$ cat src/hdl/cache_macros.svh
//==========================================================
// Cache geometry defines, shared by both packages
// Change capacity, line size or ways here only
//==========================================================
`ifndef CACHE_MACROS_SVH
`define CACHE_MACROS_SVH

// Address and word widths
`define CACHE_ADDR_WIDTH 40
`define CACHE_DATA_WIDTH 32

// Capacity and line size in bytes
`define CACHE_SIZE_BYTES 4096
`define CACHE_LINE_BYTES 64

// Associativity, banking, client ports
`define CACHE_WAYS 4
`define CACHE_BANKS 4
`define CACHE_PORTS 2

`endif

$ cat src/hdl/cache_geom_pkg.sv
//==========================================================
// Address split and storage field types
// Widths all follow from the geometry defines
//==========================================================
package cache_geom_pkg;

  `include "cache_macros.svh"

  // Derived geometry
  localparam int LINE_WORDS = `CACHE_LINE_BYTES / (`CACHE_DATA_WIDTH / 8);
  localparam int NUM_SETS   = `CACHE_SIZE_BYTES / (`CACHE_LINE_BYTES * `CACHE_WAYS);

  // Field widths, low to high in the address
  localparam int BYTE_W   = $clog2(`CACHE_DATA_WIDTH / 8);
  localparam int WORD_W   = $clog2(LINE_WORDS);
  localparam int OFFSET_W = $clog2(`CACHE_LINE_BYTES);
  localparam int INDEX_W  = $clog2(NUM_SETS);
  localparam int TAG_W    = `CACHE_ADDR_WIDTH - INDEX_W - OFFSET_W;
  localparam int BANK_W   = $clog2(`CACHE_BANKS);

  typedef logic [`CACHE_ADDR_WIDTH-1:0] addr_t;
  typedef logic [`CACHE_DATA_WIDTH-1:0] data_t;
  typedef logic [TAG_W-1:0]             tag_t;
  typedef logic [INDEX_W-1:0]           index_t;
  typedef logic [WORD_W-1:0]            word_sel_t;
  // Bank is the low end of the set index
  typedef logic [BANK_W-1:0]            bank_t;

endpackage

$ cat src/hdl/cache_ctrl_pkg.sv
//==========================================================
// Control-side types: ways, PLRU tree bits, counters
//==========================================================
package cache_ctrl_pkg;

  `include "cache_macros.svh"

  localparam int NUM_WAYS  = `CACHE_WAYS;
  localparam int NUM_PORTS = `CACHE_PORTS;
  localparam int WAY_W     = $clog2(NUM_WAYS);
  localparam int COUNT_W   = 32;

  // Way number and one-hot style mask
  typedef logic [WAY_W-1:0]    way_t;
  typedef logic [NUM_WAYS-1:0] way_mask_t;

  // Tree pseudo-LRU, one bit per inner node
  // bit 0 root, bit 1 left pair, bit 2 right pair
  typedef logic [NUM_WAYS-2:0] plru_t;

  // Event counters
  typedef logic [COUNT_W-1:0]  count_t;

endpackage

$ cat src/hdl/cache_if.sv
//==========================================================
// Per-port request bundle and per-port replacement bundle
// One instance of each per client port
//==========================================================
`timescale 1ns/100ps

interface cache_port_if;
  import cache_geom_pkg::*;

  // Request, from the frontend
  logic      read;
  logic      write;
  tag_t      tag;
  index_t    index;
  word_sel_t word;
  bank_t     bank;
  data_t     wdata;

  // Arbiter decision
  logic      grant;

  // Lookup result, same cycle as the grant
  logic      hit;
  logic      miss;
  data_t     rd_word;
  logic      dirty_evict;

  modport frontend (
    output read, write, tag, index, word, bank, wdata,
    input  grant, hit, miss, rd_word
  );

  modport arbiter (
    input  read, write, bank,
    output grant
  );

  modport array (
    input  read, write, tag, index, word, wdata, grant,
    output hit, miss, rd_word, dirty_evict
  );

  modport monitor (
    input  hit, miss, dirty_evict
  );

endinterface


$ cat src/hdl/perf_counters.sv
//==========================================================
// Hit, miss and dirty-eviction counters
// Both ports can add in the same cycle
//==========================================================
`timescale 1ns/100ps

module perf_counters (
  input  logic                   clk,
  input  logic                   rst_n,
  cache_port_if.monitor          port0,
  cache_port_if.monitor          port1,
  output cache_ctrl_pkg::count_t hit_count,
  output cache_ctrl_pkg::count_t miss_count,
  output cache_ctrl_pkg::count_t dirty_eviction_count
);
  import cache_ctrl_pkg::*;

  // Per-cycle increments, 0 to 2 each
  count_t hit_inc;
  count_t miss_inc;
  count_t evict_inc;

  assign hit_inc   = count_t'(port0.hit) + count_t'(port1.hit);
  assign miss_inc  = count_t'(port0.miss) + count_t'(port1.miss);
  assign evict_inc = count_t'(port0.dirty_evict) + count_t'(port1.dirty_evict);

  always_ff @(posedge clk or negedge rst_n) begin
    if (!rst_n) begin
      hit_count            <= '0;
      miss_count           <= '0;
      dirty_eviction_count <= '0;
    end else begin
      hit_count            <= hit_count + hit_inc;
      miss_count           <= miss_count + miss_inc;
      dirty_eviction_count <= dirty_eviction_count + evict_inc;
    end
  end

endmodule

$ cat src/flat_wrapper.sv
// flat-port wrapper written by rule: the top's interface ports become plain ports
module perf_counters_flat import cache_ctrl_pkg::*;
  (clk, rst_n, hit_count, miss_count, dirty_eviction_count, port0_hit, port0_miss, port0_dirty_evict, port1_hit, port1_miss, port1_dirty_evict);
  cache_port_if port0_i ();
  cache_port_if port1_i ();
  input  logic clk;
  input  logic rst_n;
  output cache_ctrl_pkg::count_t hit_count;
  output cache_ctrl_pkg::count_t miss_count;
  output cache_ctrl_pkg::count_t dirty_eviction_count;
  input wire logic [$bits(port0_i.hit)-1:0] port0_hit;
  input wire logic [$bits(port0_i.miss)-1:0] port0_miss;
  input wire logic [$bits(port0_i.dirty_evict)-1:0] port0_dirty_evict;
  input wire logic [$bits(port1_i.hit)-1:0] port1_hit;
  input wire logic [$bits(port1_i.miss)-1:0] port1_miss;
  input wire logic [$bits(port1_i.dirty_evict)-1:0] port1_dirty_evict;
  assign port0_i.hit = port0_hit;
  assign port0_i.miss = port0_miss;
  assign port0_i.dirty_evict = port0_dirty_evict;
  assign port1_i.hit = port1_hit;
  assign port1_i.miss = port1_miss;
  assign port1_i.dirty_evict = port1_dirty_evict;
  perf_counters u_core (.clk(clk), .rst_n(rst_n), .port0(port0_i), .port1(port1_i), .hit_count(hit_count), .miss_count(miss_count), .dirty_eviction_count(dirty_eviction_count));
endmodule
$ cat config.mk
export PLATFORM = sky130hd
export DESIGN_NAME = perf_counters_flat
export DESIGN_NICKNAME = d
export VERILOG_FILES = /design/src/hdl/cache_geom_pkg.sv /design/src/hdl/cache_ctrl_pkg.sv /design/src/hdl/cache_if.sv /design/src/hdl/perf_counters.sv /design/src/flat_wrapper.sv
export VERILOG_INCLUDE_DIRS = /design/src /design/src/hdl
export SDC_FILE = /design/constraint.sdc
export NUM_CORES = 1
export LEC_CHECK = 0
export BUFFER_PORTS_ARGS = -buffer_cell sky130_fd_sc_hd__buf_2
export CAP_MARGIN = 20
export CORE_MARGIN = 2
export CORE_UTILIZATION = 35
export CTS_BUF_LIST = sky130_fd_sc_hd__clkbuf_16
export DETAILED_ROUTE_END_ITERATION = 16
export PLACE_DENSITY = 0.53
export SLEW_MARGIN = 40
export SYNTH_ARGS = -nofsm -noshare
export SYNTH_HDL_FRONTEND = slang
export SYNTH_SLANG_ARGS = --single-unit
$ cat constraint.sdc
create_clock -name clk -period 4.75 [get_ports clk]
set_input_delay 0.475 -clock clk [delete_from_list [all_inputs] [get_ports clk]]
set_output_delay 0.475 -clock clk [all_outputs]
set_load 0.05 [all_outputs]
# After elaboration in Yosys (flattened, before gate mapping)
# Cells that the tools add are included.
# op_classes
addsub	6
# op_table
cell	count
$add 32x32->32	3
$add 1x1->2	3
# totals
ff_bits	96
in_bits	8
output_inout_bits	96

# Logic depth before layout (Yosys ltp)
# depth
ltp_word	2
mapped_depth	8
mapped_depth_nobuf	7

# Worst setup path after synthesis
# Ideal clock, no wire load.
# synth_timing
path_type	input port to flip-flop
startpoint	input port1_dirty_evict
endpoint	register u_core.dirty_eviction_count[18]
n_path_buf	0
path_stages	7
setup_ps	142
arrival_ps	2320
slack_ps	2287
cell_sequence	ha_1 -> ha_1 -> inv_1 -> fa_1 -> nor4_2 -> nand4_1 -> xnor2_1
# synth_via
elab_chain_cells	2
# synth_rtl
element	line	text
start, declared	flat_wrapper.sv:16	input wire logic [$bits(port1_i.dirty_evict)-1:0] port1_dirty_evict;
$add 1x1->2	perf_counters.sv:25	assign evict_inc = count_t'(port0.dirty_evict) + count_t'(port1.dirty_evict);
$add 32x32->32	perf_counters.sv:35	dirty_eviction_count <= dirty_eviction_count + evict_inc;
end signal, assigned	perf_counters.sv:35	
end, declared	perf_counters.sv:14	output cache_ctrl_pkg::count_t dirty_eviction_count
# No other way between the ends.

# Worst setup path in the final report
# layout_timing
startpoint	input port1_miss
endpoint	register u_core.miss_count[30]
# layout_via
elab_chain_cells	2
# layout_rtl
element	line	text
start, declared	flat_wrapper.sv:15	input wire logic [$bits(port1_i.miss)-1:0] port1_miss;
$add 1x1->2	perf_counters.sv:24	assign miss_inc = count_t'(port0.miss) + count_t'(port1.miss);
$add 32x32->32	perf_counters.sv:34	miss_count <= miss_count + miss_inc;
end signal, assigned	perf_counters.sv:34	
end, declared	perf_counters.sv:13	output cache_ctrl_pkg::count_t miss_count,
# No other way between the ends.

==> flow_summary.toml <==
[min_path]
hold_path_class = "primary input to async pin"

[sta]
fin_setup_tns_ps = 0
fmax_ghz = 0.428
worst_pin_slew_ps = 835
fin_ws_ps = 2420
whs_ps = 141
slew_headroom_pct = 43.9
finClkSkew_ps = 5.62
finalCriticalPeriod_ps = 2330
rsz0062_at_grt = "false"
setup_viol = 0
hold_viol = 0
drv_slew = 0
min_period_over_period_pct = 49.1

[placement]
dp_hpwl_mm = 6.54
port_buffers = 103
placed_cells = 645
dp_slack_ps = 1930
globalplace.congestion = 0.770
postPlaceCellArea_sq_um = 5070

[critical_path]
critPathKind = "primary input to register"
r2r_cells = 6
cp.required_ps = 5010
critPathTopFamily = "simple AND/OR/NAND/NOR gates"
worstPathCellList = "buf_2 -> ha_1 -> ha_1 -> fa_1 -> and3_1 -> nand3_1 -> nor4_1 -> xor2_1"
cp.depth = 8
cp_num_buf_inv = 1
cp_max_fo = 13
endpoint_kind = "register"
critPathLaunchType = "primary input"
arrival_ps = 2600
cpMaxStageDelayCell = "nor4_1"
max_stage_delay_ps = 480
cpMostUsedCell = "ha_1"

[global_route]
grt.overflow.total = 0
grt_pass1_wl_mm = 15.4
grt_max_degree = 50
grt_pass1_vias = 3001
grt_usage_pct = 14.9
antenna_found_initial = 0

[yosys]
ys_seq_area_share_pct = 55.5
synth_compound_area_share_pct = 0.404
ys_ff_latch = 96
netlist_area_sq_um = 4330
synth_top_family_by_area = "simple AND/OR/NAND/NOR gates"
synth_warnings = 0
synthCells = 377
muxShareOfSynthArea_pct = 0
synth_xor_area_share_pct = 18.2
synth_cell_type_count = 27
synthAdderAreaFrac_pct = 3.99
yosys.area_share.simple_pct = 19.8
syn_avg_cell_area_sq_um = 11.5
synth_fp_nets = 397

[flow_run]
cap_violations = 0

[floorplanning]
core_sq_um = 12100
rows = 40
die_area_sq_um = 13300
top_level_ports = 104
fp.dieW_microns = 115
start_util_pct = 35.9
fp.dieH_microns = 115

[clock_network]
clk_pin_slew_ps = 60
root_buffer = "clkbuf_16"
hold_buffers = 0
cts_max_path_buffers = 2
clock_latency_ps = 340
cts-buffers-inserted = 9
h-tree-depth = 3
cts_setup_buffers = 0
cts_resized = 0
cts_num_sinks = 96
cts_tree = "built"

[finish]
stdcell_area_sq_um = 5330
instances_no_fill = 661
utilization_pct = 44.2
synthToLayoutAreaGrowth_pct = 23.1
drive_gt1_share_pct = 24.9
diodes = 0
nets = 508

[route]
routed-wl-met3_microns = 481
drtIter0Drc = 79
postRouteAntennaNets = 0
drt_first_pass_iters = 4
vias = 3200
wl_per_cell_microns = 13.9
routed-wl-met2_mm = 4.11
highest_layer = "met4"
wl_mm = 9.19
drc = 0
vias_per_cell = 4.84
routedLengthMet1_mm = 4.41

[power_and_ir_drop]
p_leak_nw = 2.71
power.density_nw_per_um2 = 448
irDropWorstVdd_v = 0.000292
total_power_mw = 2.39

[outcome]
outcome = "complete, no violations"
cells in the mapped netlist:
master | count | area (sq um)
a21o_1 | 1 | 7.51
a21oi_1 | 2 | 10.0
buf_1 | 1 | 3.75
buf_2 | 1 | 5.00
and2_1 | 2 | 12.5
xnor2_1 | 57 | 499
fa_1 | 3 | 60.1
nor3_1 | 18 | 90.1
nor3_2 | 1 | 10.0
clkbuf_1 | 1 | 3.75
nor4_1 | 10 | 62.6
nor3b_1 | 1 | 7.51
dfrtp_1 | 96 | 2400
nand3_1 | 35 | 175
xor2_1 | 33 | 289
or3_1 | 1 | 6.26
nor4_2 | 2 | 25.0
and3_1 | 12 | 75.1
nand4_4 | 1 | 21.3
nor2_1 | 13 | 48.8
nand4_1 | 28 | 175
and4_1 | 5 | 43.8
ha_1 | 9 | 113
inv_1 | 16 | 60.1
buf_6 | 2 | 22.5
nand2_1 | 24 | 90.1
nand2b_1 | 2 | 12.5
kinds of logic after synthesis:
logic type               Yosys count
XOR/XNOR                          90
AND/OR/NAND/NOR                  155
adder cells (fa/ha/maj)           12
flip-flops                        96
buffers and inverters             21
AO/OA/AOI/OAI                      3
report_power, final:
part / leakage (nW) / switching, mW / total, mW / internal, mW
sequential: 1.27 / 0.119 / 1.04 / 0.922
combinational: 1.31 / 0.530 / 0.703 / 0.173
clock: 0.127 / 0.298 / 0.642 / 0.344
worst reg2reg max path, delay by kind of cell (launching register included):
kind                       cells  cell delay, ps
xor gates and xnor gates       1             190
adders and majority gates      2             440
DFF                            1             350
and+or+nand+nor                3            1150
layout make-up:
class	instances	area, sq um
flip-flops and latches	96	2400
clock buffers	9	225
well taps	168	210
multi-input cells	260	1870
fillers	1168	6730
clock inverters	7	28.8
inverters	16	60.1
repair buffers	105	533
sequential cells by signal, indices dropped and copies added, names as in the netlist:
name	flops
u_core.miss_count	32
u_core.dirty_eviction_count	32
u_core.hit_count	32
placed cells by master, fill, tap and decap left out, types with 7 or more instances in the layout:
| master | n |
|---|---|
| nand2_1 | 24 |
| xor2_1 | 33 |
| and3_1 | 12 |
| nor2_1 | 13 |
| nor4_1 | 7 |
| nand4_1 | 28 |
| nor3_1 | 18 |
| dfrtp_1 | 96 |
| clkbuf_16 | 9 |
| nand3_1 | 35 |
| xnor2_1 | 57 |
| inv_1 | 16 |
| ha_1 | 9 |
| buf_2 | 102 |
final timing paths:
check | slack, ps | to | startpoint
worst max-delay path | 2420 | u_core.miss_count[30] | port1_miss
worst min-delay path | 140 | u_core.dirty_eviction_count[21] | rst_n
worst max register to register | 2560 | u_core.miss_count[30] | u_core.miss_count[0]
worst min register to register | 460 | u_core.miss_count[31] | u_core.miss_count[31]
max in group asynchronous | 3550 | u_core.hit_count[25] | rst_n
min in group clk | 460 | u_core.hit_count[0] | port0_hit
metal layers:
layer | up-vias | global-route usage (%)
met5 | - | 0
met3 | 12 | 3.74
met1 | 1577 | 20.8
li1 | 1527 | -
met4 | 0 | 6.99
met2 | 84 | 21.7
Power figures use the tool's default switching activity.
