===== src/hdl/cache_macros.svh =====
//==========================================================
// Cache geometry defines, shared by both packages
// Change capacity, line size or ways here only
//==========================================================
`ifndef CACHE_MACROS_SVH
`define CACHE_MACROS_SVH

// Address and word widths
`define CACHE_ADDR_WIDTH 40
`define CACHE_DATA_WIDTH 32

// Capacity and line size in bytes
`define CACHE_SIZE_BYTES 4096
`define CACHE_LINE_BYTES 64

// Associativity, banking, client ports
`define CACHE_WAYS 4
`define CACHE_BANKS 4
`define CACHE_PORTS 2

`endif


===== src/hdl/cache_geom_pkg.sv =====
//==========================================================
// Address split and storage field types
// Widths all follow from the geometry defines
//==========================================================
package cache_geom_pkg;

  `include "cache_macros.svh"

  // Derived geometry
  localparam int LINE_WORDS = `CACHE_LINE_BYTES / (`CACHE_DATA_WIDTH / 8);
  localparam int NUM_SETS   = `CACHE_SIZE_BYTES / (`CACHE_LINE_BYTES * `CACHE_WAYS);

  // Field widths, low to high in the address
  localparam int BYTE_W   = $clog2(`CACHE_DATA_WIDTH / 8);
  localparam int WORD_W   = $clog2(LINE_WORDS);
  localparam int OFFSET_W = $clog2(`CACHE_LINE_BYTES);
  localparam int INDEX_W  = $clog2(NUM_SETS);
  localparam int TAG_W    = `CACHE_ADDR_WIDTH - INDEX_W - OFFSET_W;
  localparam int BANK_W   = $clog2(`CACHE_BANKS);

  typedef logic [`CACHE_ADDR_WIDTH-1:0] addr_t;
  typedef logic [`CACHE_DATA_WIDTH-1:0] data_t;
  typedef logic [TAG_W-1:0]             tag_t;
  typedef logic [INDEX_W-1:0]           index_t;
  typedef logic [WORD_W-1:0]            word_sel_t;
  // Bank is the low end of the set index
  typedef logic [BANK_W-1:0]            bank_t;

endpackage


===== src/hdl/cache_ctrl_pkg.sv =====
//==========================================================
// Control-side types: ways, PLRU tree bits, counters
//==========================================================
package cache_ctrl_pkg;

  `include "cache_macros.svh"

  localparam int NUM_WAYS  = `CACHE_WAYS;
  localparam int NUM_PORTS = `CACHE_PORTS;
  localparam int WAY_W     = $clog2(NUM_WAYS);
  localparam int COUNT_W   = 32;

  // Way number and one-hot style mask
  typedef logic [WAY_W-1:0]    way_t;
  typedef logic [NUM_WAYS-1:0] way_mask_t;

  // Tree pseudo-LRU, one bit per inner node
  // bit 0 root, bit 1 left pair, bit 2 right pair
  typedef logic [NUM_WAYS-2:0] plru_t;

  // Event counters
  typedef logic [COUNT_W-1:0]  count_t;

endpackage


===== src/hdl/cache_if.sv =====


interface repl_if;
  import cache_geom_pkg::*;
  import cache_ctrl_pkg::*;

  index_t index;
  way_t   victim;
  // One-cycle strobe with the way just used
  logic   touch;
  way_t   touch_way;

  modport array  (output index, touch, touch_way, input victim);
  modport policy (input index, touch, touch_way, output victim);

endinterface


===== src/hdl/plru_policy.sv =====
//==========================================================
// Tree pseudo-LRU state, three bits per set
// Gives each port a victim and updates on every access
//==========================================================
`timescale 1ns/100ps

module plru_policy (
  input logic    clk,
  input logic    rst_n,
  repl_if.policy repl0,
  repl_if.policy repl1
);
  import cache_geom_pkg::*;
  import cache_ctrl_pkg::*;

  plru_t tree_q [NUM_SETS];

  // Root picks the pair, then the pair bit picks the way
  function automatic way_t plru_victim(input plru_t t);
    if (t[0]) return t[2] ? way_t'(3) : way_t'(2);
    return t[1] ? way_t'(1) : way_t'(0);
  endfunction

  // Point the tree away from the way just used
  function automatic plru_t plru_next(input plru_t t, input way_t w);
    plru_t n;
    n = t;
    case (w)
      2'd0: begin n[0] = 1'b1; n[1] = 1'b1; end
      2'd1: begin n[0] = 1'b1; n[1] = 1'b0; end
      2'd2: begin n[0] = 1'b0; n[2] = 1'b1; end
      default: begin n[0] = 1'b0; n[2] = 1'b0; end
    endcase
    return n;
  endfunction

  assign repl0.victim = plru_victim(tree_q[repl0.index]);
  assign repl1.victim = plru_victim(tree_q[repl1.index]);

  // Two ports touch different sets in any one cycle
  always_ff @(posedge clk or negedge rst_n) begin
    if (!rst_n) begin
      for (int s = 0; s < NUM_SETS; s++) tree_q[s] <= '0;
    end else begin
      if (repl0.touch) tree_q[repl0.index] <= plru_next(tree_q[repl0.index], repl0.touch_way);
      if (repl1.touch) tree_q[repl1.index] <= plru_next(tree_q[repl1.index], repl1.touch_way);
    end
  end

endmodule


===== src/flat_wrapper.sv =====
// flat-port wrapper written by rule: the top's interface ports become plain ports
module plru_policy_flat import cache_geom_pkg::*; import cache_ctrl_pkg::*;
  (clk, rst_n, repl0_index, repl0_touch, repl0_touch_way, repl0_victim, repl1_index, repl1_touch, repl1_touch_way, repl1_victim);
  repl_if repl0_i ();
  repl_if repl1_i ();
  input logic clk;
  input logic rst_n;
  input wire logic [$bits(repl0_i.index)-1:0] repl0_index;
  input wire logic [$bits(repl0_i.touch)-1:0] repl0_touch;
  input wire logic [$bits(repl0_i.touch_way)-1:0] repl0_touch_way;
  output wire logic [$bits(repl0_i.victim)-1:0] repl0_victim;
  input wire logic [$bits(repl1_i.index)-1:0] repl1_index;
  input wire logic [$bits(repl1_i.touch)-1:0] repl1_touch;
  input wire logic [$bits(repl1_i.touch_way)-1:0] repl1_touch_way;
  output wire logic [$bits(repl1_i.victim)-1:0] repl1_victim;
  assign repl0_i.index = repl0_index;
  assign repl0_i.touch = repl0_touch;
  assign repl0_i.touch_way = repl0_touch_way;
  assign repl0_victim = repl0_i.victim;
  assign repl1_i.index = repl1_index;
  assign repl1_i.touch = repl1_touch;
  assign repl1_i.touch_way = repl1_touch_way;
  assign repl1_victim = repl1_i.victim;
  plru_policy u_core (.clk(clk), .rst_n(rst_n), .repl0(repl0_i), .repl1(repl1_i));
endmodule

===== config.mk =====
export PLATFORM = sky130hd
export DESIGN_NAME = plru_policy_flat
export DESIGN_NICKNAME = d
export VERILOG_FILES = /design/src/hdl/cache_geom_pkg.sv /design/src/hdl/cache_ctrl_pkg.sv /design/src/hdl/cache_if.sv /design/src/hdl/plru_policy.sv /design/src/flat_wrapper.sv
export VERILOG_INCLUDE_DIRS = /design/src /design/src/hdl
export SDC_FILE = /design/constraint.sdc
export NUM_CORES = 1
export LEC_CHECK = 0
export ABC_AREA = 1
export BUFFER_PORTS_ARGS = -buffer_cell sky130_fd_sc_hd__clkbuf_2
export CAP_MARGIN = 20
export CORE_MARGIN = 2
export CORE_UTILIZATION = 45
export CTS_CLUSTER_SIZE = 28
export DETAILED_ROUTE_END_ITERATION = 16
export GPL_TIMING_DRIVEN = 0
export SLEW_MARGIN = 15
export SYNTH_ARGS = -nofsm -noshare
export SYNTH_HDL_FRONTEND = slang
export SYNTH_SLANG_ARGS = --single-unit

===== constraint.sdc =====
create_clock -name clk -period 1.9 [get_ports clk]
set_input_delay 0.57 -clock clk [delete_from_list [all_inputs] [get_ports clk]]
set_output_delay 0.57 -clock clk [all_outputs]
set_load 0.01 [all_outputs]

# [After elaboration in Yosys (flattened, before gate mapping)]
# Cells that the tools add are included.
[word_totals] reg_bits=48 inputBits=16 output_inout_bits=4 wordCells=68
[classes] order_cmp=4 n_eq_ne=4 mux=36 bitwise_logic=2 n_reduce_logical=6
[op_table] cell="48-bit bitwise mux" count=2
[op_table] cell="48-bit two-way mux" count=2
[op_table] cell="3-bit binary-select mux with 4-bit select" count=2
[op_table] cell="3-bit demux with 4-bit select" count=2
[op_table] cell="3-bit two-way mux" count=6
[op_table] cell="1-bit two-way mux" count=14
[op_table] cell="5-bit >= comparator (second input constant)" count=2
[op_table] cell="5-bit by 1-bit < comparator with 1-bit output (second input constant)" count=2
[op_table] cell="4-bit inverter with 5-bit output" count=2
[op_table] cell="2-bit two-way mux" count=4
[op_table] cell="1-bit case mux with 2 select lines" count=4
[op_table] cell="2-bit by 1-bit == test with 1-bit output (second input constant)" count=2
[op_table] cell="2-bit == test (second input constant)" count=2
[op_table] cell="2-bit logical NOT" count=2
[op_table] cell="2-bit OR reduction" count=2
[op_table] cell="1-bit logical AND" count=2

# [Longest topological paths before layout]
[depth] word_depth=10 mapped_depth=15 mapped_depth_nobuf=13

# [Worst setup path before layout]
# OpenSTA, ideal clock, no wires.
[synth_timing] path_kind="input to output" start="in repl0_index[0]" end="out repl0_victim[0]" arrival_time_ns=1.720 path_slack_ns=-0.390 path_stages=9 path_cell_list="buf_6 -> buf_6 -> nand2_1 -> inv_2 -> a22oi_1 -> nand2_1 -> nand2_1 -> nand4_1 -> o21ai_0"
[synth_between] elab_chain_len=7 word_cells_on_any_way=9
[synth_lines] element="from (decl)" line="flat_wrapper.sv:8" rtl="input wire logic [$bits(repl0_i.index)-1:0] repl0_index;"
[synth_lines] element="4-bit inverter with 5-bit output (not written as such) *" line="plru_policy.sv:37" rtl="assign repl0.victim = plru_victim(tree_q[repl0.index]);"
[synth_lines] element="3-bit binary-select mux with 4-bit select *" line="plru_policy.sv:37"
[synth_lines] element="3-bit two-way mux (not written as such) * (2 in series)" line="plru_policy.sv:37"
[synth_lines] element="1-bit two-way mux" line="plru_policy.sv:20" rtl="if (t[0]) return t[2] ? way_t'(3) : way_t'(2);"
[synth_lines] element="2-bit two-way mux" line="plru_policy.sv:20"
[synth_lines] element="2-bit two-way mux *" line="plru_policy.sv:21" rtl="return t[1] ? way_t'(1) : way_t'(0);"
[synth_lines] element="to (decl)" line="flat_wrapper.sv:11" rtl="output wire logic [$bits(repl0_i.victim)-1:0] repl0_victim;"
# Every way passes the cells marked *; elsewhere a longest branch is shown, timed or not. The select of a mux whose other input is x is not followed.

# [Final worst setup path]
# Ends and elaborated chain as after synthesis.

==> results.md <==
* Share of layout cells above drive strength 1 at 0.245
* WL met3 at 1390 um
* Area Overhead vs Synth at 25.6%
* Yosys cell types at 26
* DRT Pass-1 Iters at 8
* Clock-pin transition on the worst setup and hold timing paths at 0.09 ns
* Post-layout min period at 2.42 ns
* Initial core utilization at 0.461
* Fin worst setup slack at -0.522 ns
* Tcrit/Tclk final at 1.27
* DRT antenna net count at 0
* IO Port Bufs at 18
* IO Pins at 20
* Vias in the first global route at 3,758
* Grt ovf at 0
* Biggest register: u_core.tree_q
* Vias at 4,314
* Root buffer cell: clkbuf_8
* Fillers at 812
* Worst-margin pin slew at 0.705 ns
* Full die area at 0.00908 sq mm
* Die Y at 95.3 um
* Worst vdd ir at 0.402 mV
* Violated checks: setup timing
* Flip-flop and latch area at 0.00120 sq mm
* Largest regs: u_core.tree_q: 48 flops
* Nets@finish at 672
* First-pass GRT wire length at 21,200 um
* Wire length on met2 at 6530 um
* Max-Cap Viols at 0
* Cells after Synth at 605
* DRT iter0 DRCs at 334
* Cell Rows at 33
* CTS tree: done
* CTS Buffer Depth at 2
* Top Layer Used: met4
* RSZ-0062 raised after global routing: true
* DRC at 0
* WL final at 14,400 um
* Crit Path Category: in -> out
* Max Freq at 413 MHz
* Syn nets at 621
* CP max FO at 8
* Max FFs per register at 48
* Top-area cell type share of the netlist area at 0.320
* Leak at 2.36 nW
* Aggregate negative setup slack at -3.21 ns
* Final HPWL DP at 9640 um
* Die X at 95.3 um
* Status: complete, but fails checks
* Setup WS pre-CTS at -0.591 ns
* Setup violators final at 18
* PnR Total Power at 3.66 mW
* Initial antenna violation count at 0
* M1 WL at 5910 um
* Cts bufs inserted at 5
* HP Class: in -> async
* Warnings, synthesis at 0
* Inserted Diodes at 0
* Post-synthesis sequential area ratio at 0.320
* Largest net degree at the start of global routing at 49
* Worst-skew pair later-pin latency at 0.30 ns
* Clk_skew at 0.00517 ns
* Synth top area cells: dfrtp_1, nand2_1, nand3_1, a21oi_1, inv_1
* Final hold violation count at 0
* CTS sink count at 48
* Fin Hold WS at 0.319 ns
* Final GP Congestion at 1.01
* Mapped Area at 0.00375 sq mm
* Slew HR at 0.530
* CP Launch Type: input port
* Area post-placement at 0.00403 sq mm
* CP Data Required Time at 1.33 ns
* Core Box Area at 0.00813 sq mm
* Synth Register Bits at 48
* Final instance area at 0.00471 sq mm
* Power per cell area at 776 mW/mm^2
* R2R Setup Slk at 0.18 ns
* Hold buffers post-CTS at 0
* Synth Area per Inst at 6.20 sq um
* WL/cell at 19.0 um
* Total GRT Usage at 0.323
* Multi-input gate area at 0.00243 sq mm
* Critical Path Sink Type: output pin
* H-tree levels at 2
* DR vias/cell at 5.68
* Count of final max-slew check failures at 0
* Crit path DAT at 1.85 ns
* Cell taking the most area after synthesis: dfrtp_1
critical path, stage by stage:
cell	delay, ns
buf_8	0.10
buf_8	0.12
buf_12	0.14
nand2_4	0.06
inv_4	0.05
a22oi_2	0.14
nand2_1	0.07
nand2_1	0.08
nand4_1	0.19
nand2_1	0.13
o21ai_2	0.05
buf_2	0.13
routing by layer:
layer / global-route usage / up-vias
met5: 0 / -
li1: - / 2052
met1: 0.436 / 1980
met4: 0.114 / 0
met3: 0.0569 / 50
met2: 0.518 / 232
layout make-up:
type | count | area share
timing repair buffer | 44 | 0.0826
inverter | 75 | 0.0640
multi-input combinational | 464 | 0.517
tap | 105 | 0.0279
sequential | 48 | 0.255
buffer | 18 | 0.0393
clock buffer | 5 | 0.0146
stage by stage:
stage	instances	utilization
after floorplan	605	-
after global placement	728	0.495
after detailed placement	728	0.496
after CTS	745	0.529
after global routing	759	0.579
final	759	0.579
cell usage after synthesis:
cell,count
buf_6,9
nor2_2,7
a21o_1,1
nor2_4,2
buf_2,5
nor3_1,2
nand4_1,2
nand3_1,68
buf_4,1
nand3_2,1
a22o_1,2
inv_1,63
nor2_1,37
o21ai_4,2
clkbuf_1,3
clkinv_1,1
inv_2,11
a22oi_1,30
dfrtp_1,48
o21ai_0,2
o21ai_1,3
nand2_2,3
nand2_1,247
nand2_4,2
o21ai_2,1
a21oi_1,52
cells in the final DEF (no fill, tap or decap):
| cell | n |
|---|---|
| nand2_1 | 224 |
| inv_1 | 61 |
| a21oi_1 | 52 |
| nand3_1 | 51 |
| dfrtp_1 | 48 |
| nor2_1 | 24 |
| a22oi_1 | 23 |
| nand2_2 | 23 |
| buf_4 | 20 |
| nand3_2 | 15 |
| nor2_2 | 13 |
| buf_6 | 12 |
| clkbuf_2 | 11 |
| nor2_4 | 9 |
| inv_2 | 8 |
| a22oi_2 | 7 |
| o21ai_2 | 6 |
| buf_2 | 5 |
| clkbuf_8 | 5 |
| nand2_4 | 4 |
| buf_12 | 4 |
| buf_8 | 4 |
| inv_4 | 3 |
| nand3_4 | 3 |
| clkbuf_1 | 3 |
| nand4_1 | 2 |
| nor3_1 | 2 |
| o21ai_4 | 2 |
| a22o_1 | 2 |
| clkbuf_16 | 2 |
| inv_6 | 1 |
| inv_8 | 1 |
| a21o_1 | 1 |
| nand2_8 | 1 |
| clkinv_1 | 1 |
| clkbuf_4 | 1 |
timing repair:
action	CTS	global route
gates resized for setup	26	79
hold endpoints to repair	0	0
buffers inserted	11	13
gates cloned	1	1
pin swaps	11	22
setup endpoints to repair	24	40
worst paths after layout:
kind,to,start,cells past startpoint
min in group clk,u_core.tree_q[4],u_core.tree_q[4],4
max in group asynchronous,u_core.tree_q[5],rst_n,1
setup reg to reg,u_core.tree_q[22],u_core.tree_q[7],10
hold / removal,u_core.tree_q[24],rst_n,1
setup / recovery,repl0_victim[0],repl0_index[0],12
hold reg to reg,u_core.tree_q[4],u_core.tree_q[4],4
kinds of logic after synthesis:
group | synth area share
flip-flops | 0.320
buffers and inverters | 0.114
AND/OR/NAND/NOR | 0.412
AO/OA/AOI/OAI | 0.154
power by group:
group / leakage, nW / internal (mW) / switching (mW)
logic: 1.75 / 0.639 / 0.873
registers: 0.576 / 1.29 / 0.284
clock network: 0.0359 / 0.238 / 0.335
No activity file was read; power rests on OpenSTA's default activity.
