File: src/hdl/cache_macros.svh
//==========================================================
// Cache geometry defines, shared by both packages
// Change capacity, line size or ways here only
//==========================================================
`ifndef CACHE_MACROS_SVH
`define CACHE_MACROS_SVH

// Address and word widths
`define CACHE_ADDR_WIDTH 40
`define CACHE_DATA_WIDTH 32

// Capacity and line size in bytes
`define CACHE_SIZE_BYTES 4096
`define CACHE_LINE_BYTES 64

// Associativity, banking, client ports
`define CACHE_WAYS 4
`define CACHE_BANKS 4
`define CACHE_PORTS 2

`endif

File: src/hdl/cache_geom_pkg.sv
//==========================================================
// Address split and storage field types
// Widths all follow from the geometry defines
//==========================================================
package cache_geom_pkg;

  `include "cache_macros.svh"

  // Derived geometry
  localparam int LINE_WORDS = `CACHE_LINE_BYTES / (`CACHE_DATA_WIDTH / 8);
  localparam int NUM_SETS   = `CACHE_SIZE_BYTES / (`CACHE_LINE_BYTES * `CACHE_WAYS);

  // Field widths, low to high in the address
  localparam int BYTE_W   = $clog2(`CACHE_DATA_WIDTH / 8);
  localparam int WORD_W   = $clog2(LINE_WORDS);
  localparam int OFFSET_W = $clog2(`CACHE_LINE_BYTES);
  localparam int INDEX_W  = $clog2(NUM_SETS);
  localparam int TAG_W    = `CACHE_ADDR_WIDTH - INDEX_W - OFFSET_W;
  localparam int BANK_W   = $clog2(`CACHE_BANKS);

  typedef logic [`CACHE_ADDR_WIDTH-1:0] addr_t;
  typedef logic [`CACHE_DATA_WIDTH-1:0] data_t;
  typedef logic [TAG_W-1:0]             tag_t;
  typedef logic [INDEX_W-1:0]           index_t;
  typedef logic [WORD_W-1:0]            word_sel_t;
  // Bank is the low end of the set index
  typedef logic [BANK_W-1:0]            bank_t;

endpackage

File: src/hdl/cache_if.sv
//==========================================================
// Per-port request bundle and per-port replacement bundle
// One instance of each per client port
//==========================================================
`timescale 1ns/100ps

interface cache_port_if;
  import cache_geom_pkg::*;

  // Request, from the frontend
  logic      read;
  logic      write;
  tag_t      tag;
  index_t    index;
  word_sel_t word;
  bank_t     bank;
  data_t     wdata;

  // Arbiter decision
  logic      grant;

  // Lookup result, same cycle as the grant
  logic      hit;
  logic      miss;
  data_t     rd_word;
  logic      dirty_evict;

  modport frontend (
    output read, write, tag, index, word, bank, wdata,
    input  grant, hit, miss, rd_word
  );

  modport arbiter (
    input  read, write, bank,
    output grant
  );

  modport array (
    input  read, write, tag, index, word, wdata, grant,
    output hit, miss, rd_word, dirty_evict
  );

  modport monitor (
    input  hit, miss, dirty_evict
  );

endinterface


File: src/hdl/port_frontend.sv
//==========================================================
// Client-side front end of one cache port
// Splits the address and registers read data
//==========================================================
`timescale 1ns/100ps

module port_frontend (
  input  logic                  clk,
  input  logic                  rst_n,
  input  logic                  read,
  input  logic                  write,
  input  cache_geom_pkg::addr_t addr,
  input  cache_geom_pkg::data_t wdata,
  output cache_geom_pkg::data_t rdata,
  output logic                  ready,
  output logic                  hit,
  output logic                  miss,
  cache_port_if.frontend        req
);
  import cache_geom_pkg::*;

  // Address split: tag | index | word | byte
  assign req.word  = addr[BYTE_W +: WORD_W];
  assign req.index = addr[OFFSET_W +: INDEX_W];
  assign req.tag   = addr[OFFSET_W + INDEX_W +: TAG_W];
  // Low index bits pick the bank
  assign req.bank  = addr[OFFSET_W +: BANK_W];

  // Level request straight through
  assign req.read  = read;
  assign req.write = write;
  assign req.wdata = wdata;

  // Same-cycle status back to the client
  assign ready = req.grant;
  assign hit   = req.hit;
  assign miss  = req.miss;

  // Read data lands one cycle after a granted read
  always_ff @(posedge clk or negedge rst_n) begin
    if (!rst_n) begin
      rdata <= '0;
    end else if (req.grant && read) begin
      rdata <= req.rd_word;
    end
  end

endmodule

File: src/flat_wrapper.sv
// flat-port wrapper written by rule: the top's interface ports become plain ports
module port_frontend_flat import cache_geom_pkg::*;
  (clk, rst_n, read, write, addr, wdata, rdata, ready, hit, miss, req_read, req_write, req_tag, req_index, req_word, req_bank, req_wdata, req_grant, req_hit, req_miss, req_rd_word);
  cache_port_if req_i ();
  input  logic clk;
  input  logic rst_n;
  input  logic read;
  input  logic write;
  input  cache_geom_pkg::addr_t addr;
  input  cache_geom_pkg::data_t wdata;
  output cache_geom_pkg::data_t rdata;
  output logic ready;
  output logic hit;
  output logic miss;
  output wire logic [$bits(req_i.read)-1:0] req_read;
  output wire logic [$bits(req_i.write)-1:0] req_write;
  output wire logic [$bits(req_i.tag)-1:0] req_tag;
  output wire logic [$bits(req_i.index)-1:0] req_index;
  output wire logic [$bits(req_i.word)-1:0] req_word;
  output wire logic [$bits(req_i.bank)-1:0] req_bank;
  output wire logic [$bits(req_i.wdata)-1:0] req_wdata;
  input wire logic [$bits(req_i.grant)-1:0] req_grant;
  input wire logic [$bits(req_i.hit)-1:0] req_hit;
  input wire logic [$bits(req_i.miss)-1:0] req_miss;
  input wire logic [$bits(req_i.rd_word)-1:0] req_rd_word;
  assign req_read = req_i.read;
  assign req_write = req_i.write;
  assign req_tag = req_i.tag;
  assign req_index = req_i.index;
  assign req_word = req_i.word;
  assign req_bank = req_i.bank;
  assign req_wdata = req_i.wdata;
  assign req_i.grant = req_grant;
  assign req_i.hit = req_hit;
  assign req_i.miss = req_miss;
  assign req_i.rd_word = req_rd_word;
  port_frontend u_core (.clk(clk), .rst_n(rst_n), .read(read), .write(write), .addr(addr), .wdata(wdata), .rdata(rdata), .ready(ready), .hit(hit), .miss(miss), .req(req_i));
endmodule
File: config.mk
export PLATFORM = sky130hd
export DESIGN_NAME = port_frontend_flat
export DESIGN_NICKNAME = d
export VERILOG_FILES = /design/src/hdl/cache_geom_pkg.sv /design/src/hdl/cache_if.sv /design/src/hdl/port_frontend.sv /design/src/flat_wrapper.sv
export VERILOG_INCLUDE_DIRS = /design/src /design/src/hdl
export SDC_FILE = /design/constraint.sdc
export NUM_CORES = 1
export LEC_CHECK = 0
export BUFFER_PORTS_ARGS = -buffer_cell sky130_fd_sc_hd__clkbuf_2
export CORE_MARGIN = 10
export CORE_UTILIZATION = 37
export DETAILED_ROUTE_END_ITERATION = 7
export PLACE_DENSITY = 0.87
export SLEW_MARGIN = 20
export SYNTH_ARGS = -nofsm -noshare
export SYNTH_HDL_FRONTEND = slang
export SYNTH_SLANG_ARGS = --single-unit
File: constraint.sdc
create_clock -name clk -period 1.87 [get_ports clk]
set_input_delay 0.187 -clock clk [delete_from_list [all_inputs] [get_ports clk]]
set_output_delay 0.187 -clock clk [all_outputs]
set_load 0.02 [all_outputs]
# ---- Yosys cells after proc, flatten, opt, wreduce, memory -nomap -nowiden
# Index checks and enable logic that the tools add are counted.
dict set report totals {
  ff_bits 32
  input_bits 111
  output_inout_bits 109
  word_cells 2
}
dict set report op_classes {
  reduce_logical 1
}
# op count
set ops {}
lappend ops {{$logic_and A1 B1 Y1} 1}

# ---- Logic depth before layout (Yosys ltp)
# Gate-level depths: netlist of run 1.
dict set report logic_depth {
  depth_word 1
  mapped_depth 3
  depth_no_buf 2
}

# ---- Worst setup path before layout of run 1
# No wires, ideal clock.
dict set report synth_timing {
  path_kind {input to register}
  start {input req_grant}
  end {register u_core.rdata[0]}
  arrival_ps 727
  required_ps 1745
  setup_slack_ps 1018
  path_stages 3
  path_buffers 1
  cell_sequence {nand2_4 buf_12 mux2_4}
}
dict set report synth_between {
  elab_chain_len 1
}
# element line_no
set synth_rtl {}
lappend synth_rtl {{from (decl)} flat_wrapper.sv:22} ;# input wire logic [$bits(req_i.grant)-1:0] req_grant;
lappend synth_rtl {{$logic_and A1 B1 Y1} port_frontend.sv:43} ;# end else if (req.grant && read) begin
lappend synth_rtl {{to (signal assigned)} port_frontend.sv:44} ;# rdata <= req.rd_word;
lappend synth_rtl {{to (decl)} port_frontend.sv:14} ;# output cache_geom_pkg::data_t rdata,
# Every way passes these cells.
# A chain may end at the register's enable or synchronous reset.

# ---- Worst setup path after layout of run 1
dict set report layout_timing {
  start {register u_core.rdata[8]}
  end {output rdata[8]}
}
# element line_no
set layout_lines {}
lappend layout_lines {{to (decl)} flat_wrapper.sv:11} ;# output cache_geom_pkg::data_t rdata;
# No word-level cell between the ends.

==> results.md, run 1 <==
- Status: finished with violations
- Failing checks: negative hold slack
- Nature of the critical path endpoint: output port
- GR Overflow Total: 0
- Reg2Reg Depth: 1
- WL/cell: 17.6 um
- CP Launch Type: flip-flop
- Sequential element share of the synthesized area: between 40% and 50%
- Fin Setup TNS: 0 ns
- Largest net degree at the start of global routing: 33
- CTS clock-pin slew for the worst setup and hold paths: roughly 0.06 ns
- CP max stage cell: dfrtp_1
- Worst-path cell chain: clkbuf_2
- Synth Area in Compound Gates: 0%
- Unrepaired setup endpoints after global routing: no
- Post-Synth Adder-Cell Area: 0%
- H-Tree Level Count: 2
- Number of diodes: 0
- Mean area per synthesized cell: around 13 um2
- First-pass GRT wire length: 5780 um
- Vias/cell: 4.32
- Vias in the first global route: roughly 1100
- Yosys reg bits: 32
- Worst Tran Pin Value: around 0.81 ns
- Crit-path max cell delay: 0.39 ns
- Synth Area in Simple Gates: less than 1%
- Worst clock skew: 0 ns
- Total power: around 1.9 mW
- # setup viols final: 0
- Delay-heaviest family, CP: flip-flops
- CTS sink count: 32
- PortBufs: 69
- Starting Density: between 30% and 40%
- Achievable Freq: 984 MHz
- Max VDD drop: roughly 0.33 mV
- Critical Path RT: between 1.5 and 2 ns
- Post-Syn Instances: 145
- Post-route insts no fill: 213
- Via Count: 920
- Initial drt markers: 20
- Clock root buffer: clkbuf_8
- Slew Limit Headroom: a little under half
- Crit Path Category: reg -> out
- HP Class: in -> async
- Core Area: between 5000 and 6000 um2
- Yosys cell types: 6
- Final Critical Period: slightly above 1 ns
- CP Buf/Inv Count: 1
- Clock Path Buffers: 2
- Initial antenna violation count: 0
- DP HPWL: approximately 3000 um
- CTS buffer count: 5
- Setup bufs post-CTS: 0
- # DRC: 0
- Post-Synth XOR/XNOR Area: 0%
- Layout overhead on the synthesized area: -4.94%
- Yosys warnings: 0
- Post_cts resized: 0
- Leak: about 1 nW
- Max-slew violations: 0
- Critical Path Stages: 1
- CTS tree: done
- Post-synthesis mux area share: between 20 and 25%
- Most common cell after layout, fill and taps aside: clkbuf_2
- Top reg by flops: u_core.rdata
- Clk Latency, worst-skew pair: ~0.27 ns
- Final period util: a little over half
- Cell Rows: 26
- Fin. Hold Viols: 23
- Hold-fix buffers, CTS: 0
- Routed wire length: between 3000 and 4000 um
- Max reg flops: 32
- Final Net Count: ~250
- IO Count: between 200 and 250
- Worst-path fanout max: 2
- Hold WS: -0.00641 ns
- Die width: ~92 um
- Commonest non-fill, non-tap cells in the layout: clkbuf_2 (69), dfrtp_1 (32), mux2_4 (30), clkbuf_8 (6)
- Total Routing Usage GR: 8.65%
- WP data arrival: just over 0.8 ns
- Antenna Nets Post-Route: 0
- Largest registers: u_core.rdata x32
- Pwr dens: between 1000 and 1500 nW/um2
- Die ar.: between 8000 and 9000 um2
- Maxcap violations: 0
- Placed insts: just over 200
- Largest family of logic cells by synthesized area: buffers and inverters
- Mapped Nets: approximately 260
- First-pass detailed-route iteration total: 2
- Final Util: a little over a third
- Synthesized cell area: between 1500 and 2000 um2
- Die height: just over 90 um
- GPL Wtd Cong: approximately 0.7
- Fraction of layout cells with a size suffix above 1: between 70% and 80%
[synth_stat cells]
cell	count	area (um2)
buf_4	77	578
dfrtp_1	32	801
mux2_4	30	450
buf_12	3	60.1
mux2_2	2	22.5
nand2_4	1	11.3
[power by group]
| part | internal, mW | total (mW) | switching, mW |
|---|---|---|---|
| Sequential | 0.795 | 0.852 | 0.0564 |
| Clock | 0.300 | 0.532 | 0.232 |
| Combinational | 0.238 | 0.487 | 0.249 |
[metal layers]
layer  GRT usage [%]  part of all wire [%]  vias to the layer above
met4            10.9                   9.6                        0
met2            13.1                    47                       52
met5               0                     0                        -
met1            7.63                    33                      437
li1                -                     -                      383
met3            3.91                    10                       48
[final timing paths]
| check | from | end | slack [ns] |
|---|---|---|---|
| worst max-delay path | u_core.rdata[8]$_DFFE_PN0P_ | rdata[8] | 0.85 |
| worst min-delay path | rst_n | u_core.rdata[1]$_DFFE_PN0P_ | -0.006 |
| worst max register to register | u_core.rdata[8]$_DFFE_PN0P_ | u_core.rdata[8]$_DFFE_PN0P_ | 1.10 |
| worst min register to register | u_core.rdata[29]$_DFFE_PN0P_ | u_core.rdata[29]$_DFFE_PN0P_ | 0.51 |
| max in group asynchronous | rst_n | u_core.rdata[10]$_DFFE_PN0P_ | 1.37 |
| min in group clk | req_rd_word[20] | u_core.rdata[20]$_DFFE_PN0P_ | 0.14 |
[cells by family (layout without fill, tap and decap cells)]
group,count (synthesis),count (layout)
buf+inv,80,78
flops,32,32
simple gates,1,1
mux,32,32
[cell type report]
cell class                      instances  area (um2)
Clock buffer                            8        90.1
Multi-Input combinational cell         33         484
Tap cell                               70        87.6
Fill cell                             524        3250
Sequential cell                        32         801
Timing Repair Buffer                   70         365
[stage by stage]
step	area [um2]	worst slack, ns	hold WS [ns]
2_1_floorplan	1920	1.02	-0.109
6_report	1830	0.853	-0.00641
3_3_place_gp	1740	0.605	0.301
5_1_grt	1830	0.806	0.0529
3_5_place_dp	1740	0.579	0.330
4_1_cts	1830	0.831	0.0145
No activity file was read; power rests on OpenSTA's default activity.
==> run 2, diff against run 1 <==
--- a/config.mk
+++ b/config.mk
@@ -6,11 +6,12 @@
 export SDC_FILE = /design/constraint.sdc
 export NUM_CORES = 1
 export LEC_CHECK = 0
+export ABC_AREA = 1
 export BUFFER_PORTS_ARGS = -buffer_cell sky130_fd_sc_hd__clkbuf_2
 export CORE_MARGIN = 10
-export CORE_UTILIZATION = 37
+export CORE_UTILIZATION = 31
 export DETAILED_ROUTE_END_ITERATION = 7
-export PLACE_DENSITY = 0.87
+export PLACE_DENSITY = 0.77
 export SLEW_MARGIN = 20
 export SYNTH_ARGS = -nofsm -noshare
 export SYNTH_HDL_FRONTEND = slang
==> constraint.sdc (replaced) <==
create_clock -name clk -period 0.93 [get_ports clk]
set_input_delay 0.093 -clock clk [delete_from_list [all_inputs] [get_ports clk]]
set_output_delay 0.093 -clock clk [all_outputs]
set_load 0.02 [all_outputs]
==> results.md, run 2 <==
- WP data arrival: about 0.83 ns
- Worst-path cell chain: clkbuf_8
- Top post-synthesis cells by count: buf_4 (83), nand2_1 (34), dfrtp_1 (32), nand3_1 (32), nand2_2 (30)
- Sequential element share of the synthesized area: roughly 40%
- Cell Area, Placed: 1810 um2
- GPL Wtd Cong: 0.648
- Post-route insts no fill: between 300 and 400
- CP Buf/Inv Count: 1
- Yosys reg bits: 32
- WL/cell: 17.6 um
- Leak: about 1.3 nW
- Die ar.: 10100 um2
- Pwr dens: approximately 1700 nW/um2
- GR Overflow Total: 0
- Busiest grt layer: met2
- CTS clock-pin slew for the worst setup and hold paths: ~0.070 ns
- Yosys cell types: 8
- Reg2Reg Depth: 4
- Final Util: between 30% and 40%
- Crit Reg-Reg Startpoint: u_core.rdata[15]$_DFFE_PN0P_
- Maxcap violations: 0
- Worst-path fanout max: 2
- Filler Cell Count: ~640
- Async SR Flop Fraction: 100%
- Worst setup endpoint: rdata[16]
- Total Routing Usage GR: approximately a tenth
- Final period util: 99.2%
- Fin. Hold Viols: 0
- Routed wire length: roughly 5600 um
- Commonest non-fill, non-tap cells in the layout: clkbuf_2 (37), nand2_1 (34), buf_4 (34), nand3_1 (32), dfrtp_1 (32)
- Critical Path RT: between 0.8 and 0.9 ns
- Unrepaired setup endpoints after global routing: yes
- PortBufs: roughly 70
- Synthesized cell area: between 2000 and 2500 um2
- Vias/cell: ~4.4
- Delay-heaviest family, CP: flip-flops
- Crit Path Category: reg -> out
- Top reg by flops: u_core.rdata
- Initial drt markers: 32
- Number of diodes: 0
- Max-slew violations: 0
- CP max stage cell: dfrtp_1
- Yosys warnings: 0
- Worst Tran Pin Value: between 0.3 and 0.4 ns
- Mapped Nets: roughly 330
- # DRC: 0
- Via Count: between 1000 and 1500
- CTS buffer count: 5
- Final Critical Period: just over 0.9 ns
- Vias in the first global route: ~1500
- Achievable Freq: ~1100 MHz
- Clk Latency, worst-skew pair: approximately 0.27 ns
- CP Launch Type: flip-flop
- IO Count: 220
- Max reg flops: 32
- GR Layer Usage met2: between 10% and 20%
- Worst reg2reg endpoint: u_core.rdata[15]$_DFFE_PN0P_
- Worst clock skew: 0 ns
- Die width: about 100 um
- Antenna Nets Post-Route: 0
- Largest net degree at the start of global routing: 33
- Post-synth top area cell: dfrtp_1
- Synth area leaders: dfrtp_1 (40%), buf_4 (31%), nand2_2 (9.4%), nand3_1 (8.0%), nand2_1 (6.4%)
- DP HPWL: approximately 4200 um
- Grt met3 use: approximately 6.9%
- Mean area per synthesized cell: just over 9 um2
- Yosys top cell area share: around two fifths
- Crit-path max cell delay: about 0.40 ns
- Number of flops mapped to enable cells by yosys: 0
- HP Class: in -> reg
- Layout overhead on the synthesized area: 17.4%
- Slew Limit Headroom: 78.8%
- Die height: 100 um
- First-pass GRT wire length: between 8000 and 9000 um
- Fin Setup TNS: 0 ns
- Flop2flop setup slack: 0.06 ns
- Count leader, synth: buf_4
- CTS sink count: 32
- CTS tree: done
- First-pass detailed-route iteration total: 4
- Post-Syn Instances: between 200 and 250
- Post-route cell area: 2350 um2
- Starting Density: between 30% and 40%
- Largest registers: u_core.rdata x32
- Most common cell after layout, fill and taps aside: clkbuf_2
- Placed insts: 280
- Cell Rows: 29
- Critical Path Start: u_core.rdata[16]$_DFFE_PN0P_
- Critical Path Stages: 1
- H-Tree Level Count: 2
- Core Area: ~6300 um2
- Final Net Count: 352
- Nature of the critical path endpoint: output port
- # setup viols final: 0
- Max VDD drop: ~0.66 mV
- Initial antenna violation count: 0
- Clock root buffer: clkbuf_8
- Clock Path Buffers: 2
- Top_reg_cell synth: dfrtp_1
- GRT met1 Usage: 8.84%
- Fraction of layout cells with a size suffix above 1: 58.5%
- Hold WS: ~0.026 ns
- Status: finished, final reports clean
-- run 2: cell count changes after synthesis, sizes merged --
cell   change
nand2     +64
mux2      -32
nand3     +32
buf        +8
-- run 2: worst min path at each step --
| stage | startpoint | to | cells past startpoint |
|---|---|---|---|
| 2_1_floorplan | rst_n | u_core.rdata[0]$_DFFE_PN0P_ | 0 |
| 3_3_place_gp | rst_n | u_core.rdata[3]$_DFFE_PN0P_ | 2 |
| 3_5_place_dp | rst_n | u_core.rdata[3]$_DFFE_PN0P_ | 2 |
| 4_1_cts | req_rd_word[17] | u_core.rdata[17]$_DFFE_PN0P_ | 3 |
| 5_1_grt | req_rd_word[8] | u_core.rdata[8]$_DFFE_PN0P_ | 3 |
| 6_report | req_rd_word[17] | u_core.rdata[17]$_DFFE_PN0P_ | 3 |
-- run 2: worst min-delay path: stages --
cell	delay [ns]
clkbuf_2	0.08
nand3_1	0.05
nand2_1	0.04
-- run 2: cell families after synthesis --
group | after synthesis | synth area share (%)
and+or+nand+nor | 97 | 24.7
buffers and inverters | 88 | 35.3
DFF | 32 | 40.0
-- run 2: stage by stage --
stage,setup WS (ns),power (mW)
2_1_floorplan,0.248,2.71
3_3_place_gp,0.125,2.56
3_5_place_dp,0.110,2.59
4_1_cts,-0.0208,3.89
5_1_grt,-0.0335,4.29
6_report,0.00731,4.02
-- run 2: area by class of cell --
| cell class | count | area (um2) | share of cell area (%) |
|---|---|---|---|
| Clock buffer | 6 | 72.6 | 3.09 |
| Clock inverter | 1 | 5.00 | 0.213 |
| Multi-Input combinational cell | 97 | 495 | 21.1 |
| Sequential cell | 32 | 801 | 34.1 |
| Tap cell | 77 | 96.3 | 4.10 |
| Timing Repair Buffer | 105 | 880 | 37.4 |
-- run 2: report_power, final --
part	internal [mW]	switching, mW	total [mW]
Combinational	0.726	0.611	1.34
Clock	0.508	0.476	0.984
Sequential	1.57	0.131	1.70
Total	2.80	1.22	4.02
-- run 2: timing repair --
action / in CTS / in global routing
resized for setup: 33 / 50
endpoints found under the hold margin: 32 / 0
buffers inserted: 19 / 11
hold buffers: 1 / 0
setup endpoints to repair: 25 / 32
-- run 2: metal layers --
| layer | vias up | routed length, um |
|---|---|---|
| li1 | 643 | - |
| met1 | 646 | 1700 |
| met2 | 92 | 2890 |
| met3 | 34 | 742 |
| met4 | 0 | 257 |
| met5 | - | 0 |
==> run 3, diff against run 2 <==
--- a/config.mk
+++ b/config.mk
@@ -8,10 +8,10 @@
 export LEC_CHECK = 0
 export ABC_AREA = 1
 export BUFFER_PORTS_ARGS = -buffer_cell sky130_fd_sc_hd__clkbuf_2
-export CORE_MARGIN = 10
-export CORE_UTILIZATION = 31
+export CORE_AREA = 2 2 86 88
 export DETAILED_ROUTE_END_ITERATION = 7
-export PLACE_DENSITY = 0.77
+export DIE_AREA = 0 0 88 90
+export PLACE_DENSITY = 0.72
 export SLEW_MARGIN = 20
 export SYNTH_ARGS = -nofsm -noshare
 export SYNTH_HDL_FRONTEND = slang
==> constraint.sdc (replaced) <==
create_clock -name clk -period 0.93 [get_ports clk]
set_input_delay 0.279 -clock clk [delete_from_list [all_inputs] [get_ports clk]]
set_output_delay 0.279 -clock clk [all_outputs]
set_load 0.02 [all_outputs]
==> results.md, run 3 (synthesized netlist as in run 2, its figures left out) <==
- Status: finished with violations
- Failing checks: negative setup slack
- Vias/cell: approximately 4.2
- Number of diodes: 0
- Die ar.: approximately 7900 um2
- Clock Path Buffers: 2
- Reg2Reg Depth: 4
- Commonest non-fill, non-tap cells in the layout: buf_4 (43), nand2_1 (34), clkbuf_2 (34)
- Filler Cell Count: roughly 720
- Post-route cell area: 2480 um2
- CP max stage cell: dfrtp_1
- Final period util: 120%
- Achievable Freq: 900 MHz
- Crit Path Category: reg -> out
- Clock root buffer: clkbuf_8
- Top reg by flops: u_core.rdata
- Crit Reg-Reg Startpoint: u_core.rdata[24]$_DFFE_PN0P_
- Placement Setup Slack: -0.0875 ns
- Worst Hold Depth: 3
- FF+latch area: approximately 800 um2
- Clk Latency, worst-skew pair: between 0.2 and 0.3 ns
- PortBufs: 69
- Worst setup margin: -0.181 ns
- Slew Limit Headroom: approximately four fifths
- Fin Setup TNS: -5.30 ns
- Die height: ~90 um
- Routed wire length: 5110 um
- First-pass detailed-route iteration total: 4
- CP Buf/Inv Count: 1
- CTS tree: done
- Min-Delay Startpoint: req_rd_word[30]
- Nature of the critical path endpoint: output port
- Delay-heaviest family, CP: flip-flops
- WP data arrival: around 0.83 ns
- Total power: roughly 4.3 mW
- GPL Wtd Cong: between 0.6 and 0.7
- Leak: approximately 1.3 nW
- Max-slew violations: 0
- Initial drt markers: 32
- Met2 WL: roughly 2700 um
- Worst Tran Pin Value: approximately 0.32 ns
- Flop2flop setup slack: roughly 0.050 ns
- CP Launch Type: flip-flop
- Crit-path max cell delay: 0.40 ns
- Unrepaired setup endpoints after global routing: yes
- Antenna Nets Post-Route: 0
- Largest net degree at the start of global routing: 33
- Starting Density: 28.5%
- Via Count: approximately 1500
- Cell Area, Placed: approximately 1800 um2
- Hold Crit Endpoint: u_core.rdata[30]$_DFFE_PN0P_
- Max reg flops: 32
- WL/cell: between 10 and 15 um
- IO Count: 220
- Final Net Count: about 360
- Maxcap violations: 0
- # setup viols final: 32
- Fraction of layout cells with a size suffix above 1: between 60% and 70%
- Pwr dens: about 1700 nW/um2
- Metal-1 WL: 1620 um
- Worst reg2reg endpoint: u_core.rdata[24]$_DFFE_PN0P_
- Total Routing Usage GR: between 10% and 20%
- Fin. Hold Viols: 0
- Top layer in use: met4
- Worst-path cell chain: clkbuf_8
- CTS buffer count: 5
- Worst clock skew: 0 ns
- Critical Path RT: between 0.6 and 0.7 ns
- HP Class: in -> reg
- H-Tree Level Count: 2
- Largest registers: u_core.rdata x32
- CTS clock-pin slew for the worst setup and hold paths: roughly 0.070 ns
- Initial antenna violation count: 0
- GR Overflow Total: 0
- Vias in the first global route: approximately 1400
- Core Area: about 7000 um2
- DP HPWL: between 3000 and 4000 um
- First-pass GRT wire length: 7400 um
- Worst-path fanout max: 2
- Most common cell after layout, fill and taps aside: buf_4
- Wire length on met3: between 500 and 600 um
- # DRC: 0
- Layout overhead on the synthesized area: 23.7%
- Multi-input gate area: 495 um2
- CTS sink count: 32
- Max VDD drop: approximately 0.54 mV
- Die width: 88 um
- Cell Rows: 31
- Final Critical Period: 1.11 ns
-- run 3: layout make-up --
type	count	share of cell area, %
clock buffers	7	3.89
multi-input cells	97	20.0
flip-flops and latches	32	32.3
well taps	99	5.00
repair buffers	114	38.8
-- run 3: per-layer routing --
layer | vias to the layer above | global-route usage [%]
li1 | 662 | -
met1 | 688 | 11.8
met2 | 92 | 21.5
met3 | 32 | 5.14
met4 | 0 | 7.69
met5 | - | 0
-- run 3: report_power, final --
group	total [mW]	switching [mW]	internal (mW)
Sequential	1.69	0.121	1.57
Clock	1.15	0.493	0.659
Combinational	1.41	0.621	0.790
Total	4.25	1.23	3.02
-- run 3: worst max-delay path by stage --
stage | depth (start not counted) | to | from | slack [ns]
2_1_floorplan | 5 | u_core.rdata[0]$_DFFE_PN0P_ | req_grant | 0.13
3_3_place_gp | 4 | u_core.rdata[30]$_DFFE_PN0P_ | req_grant | -0.06
3_5_place_dp | 4 | u_core.rdata[28]$_DFFE_PN0P_ | req_grant | -0.09
4_1_cts | 1 | rdata[3] | u_core.rdata[3]$_DFFE_PN0P_ | -0.20
5_1_grt | 1 | rdata[12] | u_core.rdata[12]$_DFFE_PN0P_ | -0.22
6_report | 1 | rdata[24] | u_core.rdata[24]$_DFFE_PN0P_ | -0.18
-- run 3: repair_timing --
item                                    CTS  global route
gates resized for setup                  51            20
hold buffers                              1             0
pin swaps                                 0             0
setup buffers                            25            13
hold endpoints to repair                  9             0
endpoints found under the setup margin   33            33
-- run 3: stage by stage --
step | hold slack, ns | std cells | utilization (%)
floorplan | -0.0166 | 217 | -
global placement | 0.172 | 303 | 26.0
detailed placement | 0.172 | 303 | 26.0
CTS | 0.202 | 336 | 33.3
global route | 0.207 | 349 | 35.3
finish | 0.209 | 349 | 35.3
-- run 3: worst register-to-register path: stages, from the launching register on --
cell     delay [ns]
dfrtp_1        0.40
buf_4          0.14
buf_4          0.13
nand2_2        0.06
nand2_1        0.05
